**config.mk**
```make
export PLATFORM = sky130hd
export DESIGN_NAME = pulse_report_top
export DESIGN_NICKNAME = d
export VERILOG_FILES = /design/src/hdl/meter_pkg.sv /design/src/hdl/report_pkg.sv /design/src/hdl/interval_timer.sv /design/src/hdl/pulse_meter.sv /design/src/hdl/hex_to_bcd.sv /design/src/hdl/report_sequencer.sv /design/src/hdl/uart_tx.sv /design/src/hdl/pulse_report_top.sv
export VERILOG_INCLUDE_DIRS = /design/src /design/src/hdl
export SDC_FILE = /design/constraint.sdc
export NUM_CORES = 1
export LEC_CHECK = 0
export BUFFER_PORTS_ARGS = -buffer_cell sky130_fd_sc_hd__buf_2
export CAP_MARGIN = 25
export CORE_MARGIN = 2
export CORE_UTILIZATION = 55
export CTS_BUF_LIST = sky130_fd_sc_hd__clkbuf_16
export DETAILED_ROUTE_END_ITERATION = 8
export PLACE_DENSITY = 0.73
export SYNTH_ARGS = -nofsm -noshare
export SYNTH_HDL_FRONTEND = slang
export SYNTH_HIERARCHICAL = 1
export SYNTH_SLANG_ARGS = --single-unit
```
**constraint.sdc**
```tcl
create_clock -name clock -period 3.4 [get_ports clock]
set_input_delay 0.34 -clock clock [delete_from_list [all_inputs] [get_ports clock]]
set_output_delay 0.34 -clock clock [all_outputs]
set_load 0.02 [all_outputs]
```
**src/hdl/pulse_report_defs.svh**
```systemverilog
// pulse report sizes and rates
// widths of measured values, serial bit rate and report line layout

`ifndef PULSE_REPORT_DEFS_SVH
`define PULSE_REPORT_DEFS_SVH

// bits in a pulse count or a pulse duration
`define PR_VALUE_WIDTH 16

// decimal digits printed per value
`define PR_BCD_DIGITS 6

// clock cycles per serial bit, small so simulation stays short
`define PR_CLOCKS_PER_BIT 8

// clock cycles between reports, must be a power of two
`define PR_REPORT_PERIOD 2048

// six digits, space, six digits, CR, LF
`define PR_LINE_LENGTH 15

`endif

```
**src/hdl/meter_pkg.sv**
```systemverilog
// measurement types
// raw pulse values, their decimal form and the snapshot seen by the report

`include "pulse_report_defs.svh"

package meter_pkg;

	// one count or one duration in clock cycles
	typedef logic [`PR_VALUE_WIDTH-1:0] pulse_value_t;

	// packed BCD, most significant digit in the top nybble
	typedef logic [`PR_BCD_DIGITS*4-1:0] bcd_word_t;

	// values frozen for one report line
	typedef struct packed {
		pulse_value_t pulse_count;   // completed pulses since reset
		pulse_value_t last_duration; // high time of the latest completed pulse
	} meter_snapshot_t;

endpackage

```
**src/hdl/report_pkg.sv**
```systemverilog
// text report types
// characters, line position, sequencer states and the digit pair

`include "pulse_report_defs.svh"

package report_pkg;

	typedef logic [7:0] uart_byte_t;
	typedef logic [3:0] char_index_t; // position within one line

	typedef enum logic [2:0] {
		idle,
		convert,
		load,
		send,
		wait_done
	} report_state_t;

	typedef struct packed {
		meter_pkg::bcd_word_t count_digits;
		meter_pkg::bcd_word_t duration_digits;
	} bcd_pair_t;

	parameter uart_byte_t char_zero  = 8'h30; // ascii '0'
	parameter uart_byte_t char_space = 8'h20;
	parameter uart_byte_t char_cr    = 8'h0d;
	parameter uart_byte_t char_lf    = 8'h0a;

endpackage

```
**src/hdl/interval_timer.sv**
```systemverilog
// interval timer
// free-running counters giving the report tick and the serial bit tick

`include "pulse_report_defs.svh"

module interval_timer (
	input  logic clock,
	input  logic reset,
	output logic report_tick,
	output logic bit_tick
);

	localparam int report_bits = $clog2(`PR_REPORT_PERIOD);
	localparam int bit_bits    = $clog2(`PR_CLOCKS_PER_BIT);

	logic [report_bits-1:0] report_count;
	logic [bit_bits-1:0]    bit_count;

	// report period is a power of two, so this counter just rolls over
	always_ff @(posedge clock) begin
		if (reset) begin
			report_count <= '0;
		end else begin
			report_count <= report_count + 1'b1;
		end
	end

	always_ff @(posedge clock) begin
		if (reset) begin
			bit_count <= '0;
		end else if (bit_tick) begin
			bit_count <= '0; // wrap
		end else begin
			bit_count <= bit_count + 1'b1;
		end
	end

	// ticks mark the last cycle of each period
	assign report_tick = (report_count == report_bits'(`PR_REPORT_PERIOD - 1));
	assign bit_tick    = (bit_count == bit_bits'(`PR_CLOCKS_PER_BIT - 1));

endmodule

```
**src/hdl/pulse_meter.sv**
```systemverilog
// pulse meter
// synchronizes the trigger, times each high pulse, counts completed pulses
// and freezes both values into a snapshot on request

`include "pulse_report_defs.svh"

module pulse_meter (
	input  logic                       clock,
	input  logic                       reset,
	input  logic                       trigger,
	input  logic                       capture,
	output meter_pkg::meter_snapshot_t snapshot
);

	logic trigger_meta;
	logic trigger_sync;
	logic trigger_prev; // history for edge detection
	logic falling_edge;

	meter_pkg::pulse_value_t    duration_count; // running length of current pulse
	meter_pkg::meter_snapshot_t live;

	always_ff @(posedge clock) begin
		if (reset) begin
			trigger_meta <= 1'b0;
			trigger_sync <= 1'b0;
			trigger_prev <= 1'b0;
		end else begin
			trigger_meta <= trigger;
			trigger_sync <= trigger_meta;
			trigger_prev <= trigger_sync;
		end
	end

	assign falling_edge = trigger_prev & ~trigger_sync;

	// a pulse is only counted once it has ended
	always_ff @(posedge clock) begin
		if (reset) begin
			duration_count     <= '0;
			live.pulse_count   <= '0;
			live.last_duration <= '0;
		end else if (falling_edge) begin
			live.last_duration <= duration_count;
			duration_count     <= '0;
			if (live.pulse_count != '1) begin
				live.pulse_count <= live.pulse_count + 1'b1;
			end
		end else if (trigger_sync && duration_count != '1) begin
			duration_count <= duration_count + 1'b1; // saturates
		end
	end

	// both values taken in the same cycle so the line is consistent
	always_ff @(posedge clock) begin
		if (capture) begin
			snapshot <= live;
		end
	end

endmodule

```
**src/hdl/hex_to_bcd.sv**
```systemverilog
// binary to bcd converter
// sequential double dabble, one shift-add-3 step per clock

`include "pulse_report_defs.svh"

module hex_to_bcd (
	input  logic                    clock,
	input  logic                    reset,
	input  logic                    start,
	input  meter_pkg::pulse_value_t value,
	output meter_pkg::bcd_word_t    digits,
	output logic                    done
);

	localparam int step_bits = $clog2(`PR_VALUE_WIDTH);

	logic                    running;
	logic [step_bits-1:0]    step;
	meter_pkg::pulse_value_t binary;   // bits still to be shifted in
	meter_pkg::bcd_word_t    bcd;
	meter_pkg::bcd_word_t    adjusted; // after add-3 on every digit
	meter_pkg::bcd_word_t    shifted;

	// add 3 to any digit of 5 or more before the shift
	always_comb begin
		for (int d = 0; d < `PR_BCD_DIGITS; d++) begin
			if (bcd[d*4 +: 4] >= 4'd5) begin
				adjusted[d*4 +: 4] = bcd[d*4 +: 4] + 4'd3;
			end else begin
				adjusted[d*4 +: 4] = bcd[d*4 +: 4];
			end
		end
	end

	assign shifted = {adjusted[`PR_BCD_DIGITS*4-2:0], binary[`PR_VALUE_WIDTH-1]};

	always_ff @(posedge clock) begin
		if (reset) begin
			running <= 1'b0;
			step    <= '0;
			done    <= 1'b0;
		end else begin
			done <= 1'b0;
			if (start) begin
				running <= 1'b1;
				step    <= '0;
			end else if (running) begin
				if (step == step_bits'(`PR_VALUE_WIDTH - 1)) begin
					running <= 1'b0;
					done    <= 1'b1; // last step lands with done
				end else begin
					step <= step + 1'b1;
				end
			end
		end
	end

	always_ff @(posedge clock) begin
		if (start) begin
			binary <= value;
			bcd    <= '0;
		end else if (running) begin
			binary <= binary << 1;
			bcd    <= shifted;
		end
	end

	assign digits = bcd; // holds until the next start

endmodule

```
**src/hdl/report_sequencer.sv**
```systemverilog
// report sequencer
// on each report tick: snapshot, convert to decimal, then send one text line
// a character at a time through the serial transmitter

`include "pulse_report_defs.svh"

module report_sequencer (
	input  logic                   clock,
	input  logic                   reset,
	input  logic                   report_tick,
	input  logic                   convert_done,
	input  logic                   busy,
	input  report_pkg::bcd_pair_t  digits,
	output logic                   capture,
	output logic                   convert_start,
	output logic                   byte_start,
	output report_pkg::uart_byte_t byte_data
);

	localparam int space_pos = `PR_BCD_DIGITS;
	localparam int cr_pos    = `PR_LINE_LENGTH - 2;
	localparam int lf_pos    = `PR_LINE_LENGTH - 1;

	report_pkg::report_state_t state;
	report_pkg::char_index_t   char_index;

	// character at a given line position, digits most significant first
	function automatic report_pkg::uart_byte_t char_at(
		input report_pkg::char_index_t idx,
		input report_pkg::bcd_pair_t   pair
	);
		int         pos;
		logic [3:0] nybble;
		pos = int'(idx);
		if (pos < space_pos) begin
			nybble = pair.count_digits[(space_pos - 1 - pos)*4 +: 4];
		end else if (pos > space_pos && pos < cr_pos) begin
			nybble = pair.duration_digits[(cr_pos - 1 - pos)*4 +: 4];
		end else begin
			nybble = 4'h0;
		end
		if (pos == space_pos) begin
			return report_pkg::char_space;
		end else if (pos == cr_pos) begin
			return report_pkg::char_cr;
		end else if (pos == lf_pos) begin
			return report_pkg::char_lf;
		end
		return report_pkg::char_zero + {4'h0, nybble};
	endfunction

	always_ff @(posedge clock) begin
		if (reset) begin
			state         <= report_pkg::idle;
			char_index    <= '0;
			capture       <= 1'b0;
			convert_start <= 1'b0;
			byte_start    <= 1'b0;
		end else begin
			capture       <= 1'b0;
			convert_start <= 1'b0;
			byte_start    <= 1'b0;
			case (state)
				report_pkg::idle: begin
					if (report_tick) begin // ticks outside idle are dropped
						capture <= 1'b1;
						state   <= report_pkg::convert;
					end
				end
				report_pkg::convert: begin
					convert_start <= capture; // snapshot valid the cycle after capture
					if (convert_done) begin
						char_index <= '0;
						state      <= report_pkg::load;
					end
				end
				report_pkg::load: begin
					state <= report_pkg::send;
				end
				report_pkg::send: begin
					if (!busy) begin
						byte_start <= 1'b1;
						state      <= report_pkg::wait_done;
					end
				end
				report_pkg::wait_done: begin
					// busy only rises the cycle after byte_start
					if (!byte_start && !busy) begin
						if (char_index == report_pkg::char_index_t'(lf_pos)) begin
							state <= report_pkg::idle;
						end else begin
							char_index <= char_index + 1'b1;
							state      <= report_pkg::load;
						end
					end
				end
				default: state <= report_pkg::idle;
			endcase
		end
	end

	always_ff @(posedge clock) begin
		if (state == report_pkg::load) begin
			byte_data <= char_at(char_index, digits);
		end
	end

endmodule

```
**src/hdl/uart_tx.sv**
```systemverilog
// 8N1 serial transmitter
// start bit, eight data bits lsb first, stop bit, one bit per bit tick

`include "pulse_report_defs.svh"

module uart_tx (
	input  logic                   clock,
	input  logic                   reset,
	input  logic                   bit_tick,
	input  logic                   byte_start,
	input  report_pkg::uart_byte_t byte_data,
	output logic                   busy,
	output logic                   tx
);

	localparam int frame_bits = 10;

	logic [frame_bits-1:0] frame;     // bits still to go out, lsb next
	logic [3:0]            bits_left;

	always_ff @(posedge clock) begin
		if (reset) begin
			busy      <= 1'b0;
			tx        <= 1'b1; // line idles high
			bits_left <= '0;
		end else if (!busy) begin
			if (byte_start) begin
				busy      <= 1'b1;
				bits_left <= 4'(frame_bits);
			end
		end else if (bit_tick) begin
			if (bits_left == '0) begin
				busy <= 1'b0; // stop bit has had its full period
			end else begin
				tx        <= frame[0];
				bits_left <= bits_left - 1'b1;
			end
		end
	end

	// start bit, data and stop bit loaded together
	always_ff @(posedge clock) begin
		if (!busy && byte_start) begin
			frame <= {1'b1, byte_data, 1'b0};
		end else if (busy && bit_tick) begin
			frame <= {1'b1, frame[frame_bits-1:1]}; // shift in idle level
		end
	end

endmodule

```
**src/hdl/pulse_report_top.sv**
```systemverilog
// pulse report top level
// measures trigger pulses and prints count and last duration as serial text

`include "pulse_report_defs.svh"

module pulse_report_top (
	input  logic clock,
	input  logic reset,
	input  logic trigger,
	output logic tx
);

	logic report_tick;
	logic bit_tick;
	logic capture;
	logic convert_start;
	logic convert_done;
	logic byte_start;
	logic busy;

	meter_pkg::meter_snapshot_t snapshot;
	meter_pkg::bcd_word_t       count_digits;
	meter_pkg::bcd_word_t       duration_digits;
	report_pkg::bcd_pair_t      digit_pair;
	report_pkg::uart_byte_t     byte_data;

	interval_timer timer (
		.clock      (clock),
		.reset      (reset),
		.report_tick(report_tick),
		.bit_tick   (bit_tick)
	);

	pulse_meter meter (
		.clock   (clock),
		.reset   (reset),
		.trigger (trigger),
		.capture (capture),
		.snapshot(snapshot)
	);

	// both converters run in lockstep, the count one paces the sequencer
	hex_to_bcd count_bcd (
		.clock (clock),
		.reset (reset),
		.start (convert_start),
		.value (snapshot.pulse_count),
		.digits(count_digits),
		.done  (convert_done)
	);

	hex_to_bcd duration_bcd (
		.clock (clock),
		.reset (reset),
		.start (convert_start),
		.value (snapshot.last_duration),
		.digits(duration_digits),
		.done  ()
	);

	assign digit_pair = '{count_digits: count_digits, duration_digits: duration_digits};

	report_sequencer sequencer (
		.clock        (clock),
		.reset        (reset),
		.report_tick  (report_tick),
		.convert_done (convert_done),
		.busy         (busy),
		.digits       (digit_pair),
		.capture      (capture),
		.convert_start(convert_start),
		.byte_start   (byte_start),
		.byte_data    (byte_data)
	);

	uart_tx transmitter (
		.clock     (clock),
		.reset     (reset),
		.bit_tick  (bit_tick),
		.byte_start(byte_start),
		.byte_data (byte_data),
		.busy      (busy),
		.tx        (tx)
	);

endmodule

```
Yosys cells after proc, flatten, opt, wreduce, memory -nomap -nowiden
Index checks and enable logic that the tools add are counted.
{"block": "word_totals", "ff_bits": 221, "latchBits": 0, "ram_bits": 0, "mem_bits_ro": 0, "input_bits": 3, "output_inout_bits": 1, "elab_cells": 184, "memories": 0}
{"block": "op_classes", "addsub": 23, "mul": 0, "div_mod_pow": 0, "n_lt_le_gt_ge": 15, "n_eq_ne": 21, "shifts": 2, "muxes": 56, "bitwise_logic": 9, "reduce_logical": 28}
{"operator": "$mux W4", "n": 20}
{"operator": "$mux W16", "n": 4}
{"operator": "$ge A4 B3 Y1 const B", "n": 12}
{"operator": "$shiftx A24 B7 Y4", "n": 2}
{"operator": "$add A4 B2 Y4 const B", "n": 10}
{"operator": "$add A16 B1 Y16 const B", "n": 2}
{"operator": "$mux W8", "n": 4}
{"operator": "$ne A16 B16 Y1 const B", "n": 2}
{"operator": "$mux W3", "n": 6}
{"operator": "$mux W9", "n": 2}
{"operator": "$mux W1", "n": 17}
{"operator": "$eq A4 B4 Y1 const B", "n": 4}
{"operator": "$pmux W3 S5", "n": 1}
{"operator": "$add A4 B1 Y4 const B", "n": 3}
{"operator": "$reduce_or A2 Y1", "n": 6}
{"operator": "$add A11 B1 Y11 const B", "n": 1}
{"operator": "$eq A11 B11 Y1 const B", "n": 1}
{"operator": "$ne A2 B2 Y1 const B", "n": 5}
{"operator": "$reduce_bool A2 Y1", "n": 5}
{"operator": "$not A1 Y1", "n": 8}
{"operator": "$pmux W4 S2", "n": 1}
{"operator": "$reduce_and A4 Y1", "n": 2}
{"operator": "$add A6 B4 Y7 const A", "n": 1}
{"operator": "$add A3 B2 Y3 const B", "n": 2}
{"operator": "22 further kinds", "n": 33}

Depth between registers and ports, before layout
Gate-level depths: netlist (run 1).
{"block": "depth", "word_depth": 7, "depth_mapped": 8, "depth_no_buf": 8}

Cells and area by module
The synthesis (run 1) kept the hierarchy.
{"module": "hex_to_bcd", "n_inst": 2, "cells_each": 243, "area_per_inst_um2": 2371.0, "seq_area_each_um2": 1081.0}
{"module": "pulse_meter", "n_inst": 1, "cells_each": 312, "area_per_inst_um2": 3288.2, "seq_area_each_um2": 1981.9}
{"module": "report_sequencer", "n_inst": 1, "cells_each": 139, "area_per_inst_um2": 1373.8, "seq_area_each_um2": 380.4}
{"module": "uart_tx", "n_inst": 1, "cells_each": 60, "area_per_inst_um2": 659.4, "seq_area_each_um2": 380.4}
{"module": "interval_timer", "n_inst": 1, "cells_each": 59, "area_per_inst_um2": 576.8, "seq_area_each_um2": 280.3}

Worst setup path after synthesis (run 1)
OpenSTA, ideal clock, no wires.
{"block": "synth_timing", "path_type": "flip-flop to flip-flop", "start": "reg sequencer.char_index[0]", "end": "reg sequencer.byte_data[1] (data pin)", "setup_ns": 0.266, "arrival_ns": 1.927, "t_required_ns": 3.134, "slack_ns": 1.207, "path_stages_with_launch": 9, "synth_period_minus_slack_ns": 2.193, "cell_sequence": "dfxtp_1 > buf_6 > buf_6 > inv_1 > ha_1 > buf_1 > mux4_1 > a21oi_1 > o221ai_2"}
{"block": "synth_via", "elab_chain_cells": 7, "word_cells_on_any_way": 22, "classes_between": "3 x add/sub; 3 x order compare; 3 x eq/ne; 2 x shift; 10 x mux; 1 x reduce/logical"}
{"element": "start: declaration", "line_no": "report_sequencer.sv:25", "source": "report_pkg::char_index_t char_index;"}
{"element": "start signal: assignment", "line_no": "report_sequencer.sv:92", "source": "char_index <= char_index + 1'b1;"}
{"element": "$sub A4 B4 Y5 (tied with other cells)", "line_no": "report_sequencer.sv:38", "source": "nybble = pair.duration_digits[(cr_pos - 1 - pos)*4 +: 4];"}
{"element": "$shiftx A24 B7 Y4 / $logic_and A1 B1 Y1 (equally long branches)", "line_no": "report_sequencer.sv:38, report_sequencer.sv:37"}
{"element": "$mux W4", "line_no": "report_sequencer.sv:37", "source": "end else if (pos > space_pos && pos < cr_pos) begin"}
{"element": "$mux W4", "line_no": "report_sequencer.sv:35", "source": "if (pos < space_pos) begin"}
{"element": "$mux W4", "line_no": "report_sequencer.sv:103", "source": "if (state == report_pkg::load) begin"}
{"element": "$add A6 B4 Y7", "line_no": "report_sequencer.sv:49", "source": "return report_pkg::char_zero + {4'h0, nybble};"}
{"element": "$mux W8 (*)", "line_no": "report_sequencer.sv:49"}
{"element": "end signal: assignment", "line_no": "report_sequencer.sv:104", "source": "byte_data <= char_at(char_index, digits);"}
{"element": "end: declaration", "line_no": "report_sequencer.sv:17", "source": "output report_pkg::uart_byte_t byte_data"}
Every way passes the cells marked *; elsewhere a longest branch is shown, timed or not. The select of a mux whose other input is x is not followed.
A chain may end at the register's enable or synchronous reset.

Worst setup path in the final report (run 1)
{"block": "layout_timing", "start": "reg sequencer.char_index[0]", "end": "reg sequencer.byte_data[0] (data pin)"}
Same word-level chain as after synthesis.

==> flow_metrics.env, run 1 <==
export IMPL_status="complete, no violations"
export IMPL_syn_inst=1053
export IMPL_drv_cap=0
export IMPL_rsz0062_at_grt="false"
export IMPL_cts_root_buf="clkbuf_16"
export IMPL_grt_pass1_wl_um=33500
export IMPL_clkLatencyLatePin_ns=0.52
export IMPL_crit_type="reg -> reg"
export IMPL_slew_violations=0
export IMPL_setup_tns_ns=0
export IMPL_fin_crit_ns=2.23
export IMPL_drtIter0Drc=519
export IMPL_drc=0
export IMPL_seqCellArea_mm2=0.00517
export IMPL_worst_pin_slew_ns=0.958
export IMPL_avgSynthCellArea_um2=10.1
export IMPL_ir_drop_mv=0.384
export IMPL_grt_usage_pct=19.6
export IMPL_drive_gt1_share_pct=12.4
export IMPL_htreeDepth=1
export IMPL_critical_path_arrival_ns=2.49
export IMPL_max_clock_freq_mhz=448
export IMPL_power_density_mw_per_mm2=493
export IMPL_cp_max_fo=14
export IMPL_port_buffers=3
export IMPL_drt_total_wl_um=19600
export IMPL_finalCritPeriodShare_pct=65.7
export IMPL_gp_congestion=0.837
export IMPL_hold_slack_ns=0.0510
export IMPL_critPathCaptureType="flip-flop"
export IMPL_drtAntennaViolNets=0
export IMPL_via_per_inst=5.81
export IMPL_via_count=7697
export IMPL_drt_pass1_iter_count=5
export IMPL_hold_class="in -> reg"
export IMPL_hpwlAfterDp_um=12800
export IMPL_rrSetupSlack_ns=1.17
export IMPL_nNetsFinal=1088
export IMPL_post_cts_resize_count=0
export IMPL_cp_start_kind="flip-flop"
export IMPL_multi_input_area_mm2=0.00498
export IMPL_place_inst=1281
export IMPL_clock_path_buffers=3
export IMPL_layout_commonest_cell="dfxtp_1"
export IMPL_area_delta_synth_final_pct=8.71
export IMPL_p_leak_nw=4.02
export IMPL_n_antenna_cell=0
export IMPL_finalNonFillerCells=1325
export IMPL_start_util_pct=56.3
export IMPL_row_count=50
export IMPL_cp_required_ns=3.66
export IMPL_clk_pin_slew_ns=0.06
export IMPL_antenna_found_initial=0
export IMPL_n_fill_cell=1521
export IMPL_cts_tree="built"
export IMPL_netlist_area_mm2=0.0106
export IMPL_setup_viol=0
export IMPL_grt_pass1_vias=7174
export IMPL_ys_warn_count=6
export IMPL_fin_skew_ns=0.00655
export IMPL_hold_viol_final=0
export IMPL_cts_setup_buffers=0
export IMPL_numCtsBuffers=24
export IMPL_dieArea_mm2=0.0204
export IMPL_clock_sinks=219
export IMPL_global_route_overflow_total=0
export IMPL_die_w_um=143
export IMPL_hold_buffers=0
export IMPL_wl_per_cell_um=14.8
export IMPL_ios=4
export IMPL_die_h_um=143
export IMPL_grt_max_degree=70
export IMPL_relSlewSlack_pct=35.6
export IMPL_layout_common_cells="140 x dfxtp_1, 85 x a21oi_1, 85 x nand2_1"
export IMPL_core_area_mm2=0.0188
## state kept, by name (all words and copies together) (netlist names), 3 cells and up
name                   flops
timer/report_count        11
meter/snapshot            32
duration_bcd/digits       24
sequencer/byte_data        6
duration_bcd/binary       16
count_bcd/digits          24
timer/bit_count            3
duration_bcd/step          4
sequencer/char_index       4
sequencer/state            3
count_bcd/step             4
meter/live                32
count_bcd/binary          16
transmitter/bits_left      4
transmitter/frame          9
meter/duration_count      16
## worst max-delay path: stages (launching register included)
cell and delay (ns):
dfxtp_1 0.62, buf_4 0.32, mux4_1 0.58, and2_0 0.17, o21ai_0 0.17, o211ai_1 0.11
## report_power, final
part           internal, W  switching [W]  leakage [nW]
logic             0.000199       0.000233          1.79
registers          0.00278       0.000103          1.85
clock network      0.00136        0.00102         0.385
## stage by stage
step / worst slack (ns) / utilization, % / area, um^2 / power (W)
final: 1.17 / 61.3 / 11500 / 0.00569
after global routing: 1.05 / 61.3 / 11500 / 0.00594
after CTS: 1.16 / 61.3 / 11500 / 0.00575
after detailed placement: 1.17 / 57.4 / 10800 / 0.00336
after global placement: 1.21 / 57.4 / 10800 / 0.00334
after floorplan: 1.21 / - / 10600 / 0.00326
## routing by layer
metal	GRT usage, %	up-vias	share of wire (%)
li1	-	3924	-
met5	0	-	0
met3	3.12	22	3.5
met1	26.7	3622	48
met4	5.21	0	1.7
met2	32.5	129	47
## worst paths after layout
path,endpoint,cells after the start,startpoint
worst max-delay path,sequencer/byte_data[0],5,sequencer/char_index[0]
worst min register to register,meter/snapshot[11],0,meter/live[11]
worst max register to register,sequencer/byte_data[0],5,sequencer/char_index[0]
worst min-delay path,meter/trigger_meta,2,trigger
## layout make-up
class                           instances  share of cell area, %
Sequential cell                       219                   44.8
Clock buffer                           24                   5.21
Clock inverter                         20                   1.10
Tap cell                              260                   2.82
Inverter                               58                   1.89
Multi-Input combinational cell        729                   43.2
Timing Repair Buffer                   15                   1.02
No activity file was read; power rests on OpenSTA's default activity.
==> run 2: changes to the inputs <==
==> constraint.sdc (replaced) <==
create_clock -name clock -period 2.34 [get_ports clock]
set_input_delay 0.234 -clock clock [delete_from_list [all_inputs] [get_ports clock]]
set_output_delay 0.234 -clock clock [all_outputs]
set_load 0.02 [all_outputs]
==> run 2 against run 1 <==
- first-iteration DRC count is 7.3% lower
- largest cell class unchanged
- combinational power is 46% higher
- largest power group unchanged
- final cell count is 1.1% higher
- routed wire length is 0.48% lower
- maximum frequency is 6.9% higher
- highest routed layer unchanged
- critical path depth stayed put
- global-route usage hardly changed
- design area is 1.4% higher
- sequential power is 45% higher
- critical path type unchanged
- hold slack better by 0.050 ns
- clock skew is 0.0024 ns higher
- clock-buffer cell count stayed put
==> flow_metrics.env, run 2 (synthesis results as in run 1) <==
export IMPL_status="complete, no violations"
export IMPL_core_area_mm2=0.0188
export IMPL_pwr_share_comb_pct=7.4
export IMPL_cp_required_ns=2.61
export IMPL_post_cts_resize_count=0
export IMPL_hold_class="in -> reg"
export IMPL_cp_cell_sequence="inv_1 > ha_1 > mux4_1 > a21oi_1 > o221ai_2"
export IMPL_global_route_overflow_total=0
export IMPL_drc=0
export IMPL_dieArea_mm2=0.0204
export IMPL_via_per_inst=5.77
export IMPL_clock_sinks=219
export IMPL_drv_cap=0
export IMPL_top_regs="meter/live: 32 flops, meter/snapshot: 32 flops"
export IMPL_numCtsBuffers=24
export IMPL_setup_tns_ns=0
export IMPL_cp_start_kind="flip-flop"
export IMPL_p_sw_w=0.00204
export IMPL_drtAntennaViolNets=0
export IMPL_drt_pass1_iter_count=5
export IMPL_area_delta_synth_final_pct=10.2
export IMPL_power_density_mw_per_mm2=726
export IMPL_finalCritPeriodShare_pct=89.3
export IMPL_drt_total_wl_um=19500
export IMPL_clk_pin_slew_ns=0.06
export IMPL_finalNonFillerCells=1340
export IMPL_relSlewSlack_pct=61.7
export IMPL_worst_pin_slew_ns=0.575
export IMPL_n_antenna_cell=0
export IMPL_grt_usage_pct=19.6
export IMPL_ir_drop_mv=0.705
export IMPL_critical_path_arrival_ns=2.36
export IMPL_p_leak_nw=4.10
export IMPL_gp_congestion=0.823
export IMPL_place_inst=1295
export IMPL_path_buf_inv=1
export IMPL_setup_viol=0
export IMPL_antenna_found_initial=0
export IMPL_swShare_pct=24.1
export IMPL_start_util_pct=56.3
export IMPL_cts_tree="built"
export IMPL_port_buffers=3
export IMPL_die_h_um=143
export IMPL_hold_buffers=1
export IMPL_drive_gt1_share_pct=14.2
export IMPL_layout_common_cells="140 x dfxtp_1, 85 x a21oi_1, 85 x nand2_1"
export IMPL_hold_viol_final=0
export IMPL_die_w_um=143
export IMPL_cts_root_buf="clkbuf_16"
export IMPL_pwr_share_clk_pct=43.3
export IMPL_via_count=7737
export IMPL_rsz0062_at_grt="false"
export IMPL_slowest_stage="ha_1"
export IMPL_critPathCaptureType="flip-flop"
export IMPL_drtIter0Drc=481
export IMPL_row_count=50
export IMPL_cts_setup_buffers=0
export IMPL_cp_max_fo=9
export IMPL_crit_family="adder cells"
export IMPL_layout_commonest_cell="dfxtp_1"
export IMPL_grt_pass1_wl_um=33600
export IMPL_max_stage_delay_ns=0.50
export IMPL_ios=4
export IMPL_pwr_share_seq_pct=49.2
export IMPL_fin_skew_ns=0.00892
export IMPL_wl_per_cell_um=14.6
export IMPL_grt_pass1_vias=7108
export IMPL_clock_path_buffers=3
export IMPL_max_clock_freq_mhz=479
export IMPL_fin_crit_ns=2.09
export IMPL_crit_type="reg -> reg"
export IMPL_slew_violations=0
export IMPL_clkLatencyLatePin_ns=0.53
export IMPL_power_internal_w=0.00645
export IMPL_hpwlAfterDp_um=13200
export IMPL_grt_max_degree=50
export IMPL_nNetsFinal=1103
export IMPL_htreeDepth=1
[run 2: changes by cell type in the layout (fill, tap and decap cells not counted), sizes merged]
cell and delta:
buf +14, inv -4, clkinvlp +3, bufinv +1
dlygate4sd3 +1
[run 2: metrics by stage]
stage	area, um^2	setup WS [ns]	hold slack (ns)	util, %	total power [W]
detailed placement	10900	0.274	0.415	57.9	0.00488
global placement	10900	0.353	0.413	57.9	0.00486
finish	11700	0.251	0.101	62.1	0.00849
CTS	11700	0.243	0.0873	62.1	0.00858
global route	11700	0.0597	0.0984	62.1	0.00885
floorplan	10600	0.147	0.303	-	0.00473
[run 2: cell type report]
type	count	area (um^2)
clock inverters	20	185
multi-input cells	729	4980
well taps	260	325
flip-flops and latches	219	5170
clock buffers	24	601
repair buffers	30	220
inverters	58	218
fillers	1548	7130
[run 2: final timing paths]
check,slack (ns),depth (start not counted),to,from
worst max register to register,0.25,5,sequencer/byte_data[1],sequencer/char_index[1]
worst max-delay path,0.25,5,sequencer/byte_data[1],sequencer/char_index[1]
worst min register to register,0.43,0,meter/snapshot[3],meter/live[3]
worst min-delay path,0.10,2,sequencer/state[2],reset
[run 2: power groups by stage]
stage                     combinational (W)  sequential [W]  clock [W]
final                              0.000632         0.00418    0.00368
after global placement             0.000607         0.00426          0
after global routing               0.000713         0.00420    0.00394
after detailed placement           0.000624         0.00426          0
after CTS                          0.000631         0.00417    0.00378
after floorplan                    0.000528         0.00420          0
[run 2: layer usage]
| layer | share of wire (%) | track usage, % | up-vias |
|---|---|---|---|
| met4 | 2.5 | 5.89 | 0 |
| met3 | 2.7 | 3.22 | 36 |
| li1 | - | - | 3929 |
| met2 | 47 | 32.5 | 92 |
| met5 | 0 | 0 | - |
| met1 | 48 | 26.5 | 3680 |
==> run 3: changes to the inputs <==
==> constraint.sdc (replaced) <==
create_clock -name clock -period 2.5 [get_ports clock]
set_input_delay 0.25 -clock clock [delete_from_list [all_inputs] [get_ports clock]]
set_output_delay 0.25 -clock clock [all_outputs]
set_load 0.02 [all_outputs]
==> run 3 against run 2 <==
- clock skew up 0.0045 ns
- utilization down 0.26 points
- critical path depth up 1
- first-iteration DRC count down 7.7%
- register-to-register slack better by 0.16 ns
- sequential power down 6.5%
- sequential share of layout area up 0.19 points
- non-clock buffer count down 10
- flip-flop and latch count unchanged
- largest power group unchanged
- hold slack better by 0.15 ns
==> flow_metrics.env, run 3 (synthesis results as in run 1) <==
export IMPL_status="complete, no violations"
export IMPL_ir_drop_mv=0.591
export IMPL_grt_usage_pct=19.8
export IMPL_fin_crit_ns=2.09
export IMPL_grt_pass1_vias=7316
export IMPL_row_count=50
export IMPL_drv_cap=0
export IMPL_cp_required_ns=2.76
export IMPL_global_route_overflow_total=0
export IMPL_htreeDepth=1
export IMPL_critPathCaptureType="flip-flop"
export IMPL_hold_viol_final=0
export IMPL_top_regs="meter/live: 32 flops, meter/snapshot: 32 flops"
export IMPL_hold_class="in -> reg"
export IMPL_rsz0062_at_grt="false"
export IMPL_clock_sinks=219
export IMPL_crit_type="reg -> reg"
export IMPL_clkLatencyLatePin_ns=0.52
export IMPL_start_util_pct=56.3
export IMPL_fin_skew_ns=0.0134
export IMPL_drc=0
export IMPL_via_per_inst=5.82
export IMPL_ios=4
export IMPL_cts_setup_buffers=0
export IMPL_wl_per_cell_um=14.9
export IMPL_n_antenna_cell=0
export IMPL_grt_max_degree=58
export IMPL_drtIter0Drc=444
export IMPL_clock_path_buffers=3
export IMPL_setup_tns_ns=0
export IMPL_relSlewSlack_pct=43.2
export IMPL_power_total_w=0.00792
export IMPL_nNetsFinal=1093
export IMPL_port_buffers=3
export IMPL_cp_start_kind="flip-flop"
export IMPL_max_clock_freq_mhz=479
export IMPL_hpwlAfterDp_um=12800
export IMPL_slew_violations=0
export IMPL_drive_gt1_share_pct=13.0
export IMPL_cts_root_buf="clkbuf_16"
export IMPL_area_delta_synth_final_pct=9.78
export IMPL_worst_pin_slew_ns=0.851
export IMPL_critical_path_arrival_ns=2.34
export IMPL_finalNonFillerCells=1329
export IMPL_power_density_mw_per_mm2=680
export IMPL_cp_max_fo=9
export IMPL_setup_viol=0
export IMPL_drt_pass1_iter_count=5
export IMPL_drt_total_wl_um=19800
export IMPL_layout_commonest_cell="dfxtp_1"
export IMPL_place_inst=1285
export IMPL_numCtsBuffers=24
export IMPL_gp_congestion=0.837
export IMPL_die_h_um=143
export IMPL_layout_common_cells="140 x dfxtp_1, 85 x a21oi_1, 85 x nand2_1"
export IMPL_cts_tree="built"
export IMPL_die_w_um=143
export IMPL_clk_pin_slew_ns=0.06
export IMPL_finalCritPeriodShare_pct=83.5
export IMPL_via_count=7739
export IMPL_antenna_found_initial=0
export IMPL_dieArea_mm2=0.0204
export IMPL_p_leak_nw=4.07
export IMPL_grt_pass1_wl_um=34200
export IMPL_core_area_mm2=0.0188
export IMPL_drtAntennaViolNets=0
[run 3: changes by cell type in the layout (fill, tap and decap cells not counted), sizes merged]
| cell | previous run | this run |
|---|---|---|
| buf | 29 | 19 |
| clkinv | 13 | 7 |
| clkbuf | 24 | 26 |
| clkinvlp | 3 | 2 |
| bufinv | 2 | 1 |
| inv | 60 | 65 |
[run 3: final cells by class]
type	count	area, um^2
Clock buffer	26	651
Clock inverter	17	124
Fill cell	1540	7180
Inverter	58	218
Multi-Input combinational cell	729	4980
Sequential cell	219	5170
Tap cell	260	325
Timing Repair Buffer	20	183
[run 3: metal layers]
metal | GRT usage [%] | wire length, um | vias to the layer above
met5 | 0 | 0 | -
met4 | 5.47 | 434 | 0
met3 | 3.02 | 646 | 33
li1 | - | - | 3921
met1 | 27.2 | 9570 | 3660
met2 | 32.8 | 9140 | 125
[run 3: worst paths after layout]
path / start / to / slack (ns) / cells after the start
max: sequencer/char_index[1] / sequencer/byte_data[0] / 0.41 / 6
min: reset / sequencer/state[2] / 0.25 / 2
max reg2reg: sequencer/char_index[1] / sequencer/byte_data[0] / 0.41 / 6
min reg2reg: meter/live[7] / meter/snapshot[7] / 0.43 / 0
[run 3: per-stage QoR]
stage	setup WS (ns)	util, %	hold WS, ns	instance area, um^2
final	0.412	61.9	0.254	11600
after global routing	0.254	61.9	0.298	11600
after CTS	0.430	61.9	0.250	11600
after detailed placement	0.446	57.7	0.416	10900
after global placement	0.470	57.7	0.413	10900
after floorplan	0.307	-	0.319	10600
[run 3: what timing repair did]
action | in CTS | in global routing
hold buffers | 1 | 0
gates resized for setup | 0 | 0
endpoints found under the hold margin | 1 | 0
[run 3: power breakdown]
part | switching (W) | leakage [nW] | internal, W | total (W)
registers | 0.000136 | 1.85 | 0.00377 | 0.00391
logic | 0.000324 | 1.82 | 0.000277 | 0.000601
clock network | 0.00142 | 0.397 | 0.00199 | 0.00341
[run 3: critical path, cell delays in order (launching register included)]
cell      delay (ns)
dfxtp_1         0.44
inv_1           0.20
ha_1            0.43
mux4_1          0.30
and2_0          0.16
o21ai_0         0.19
o211ai_1        0.12
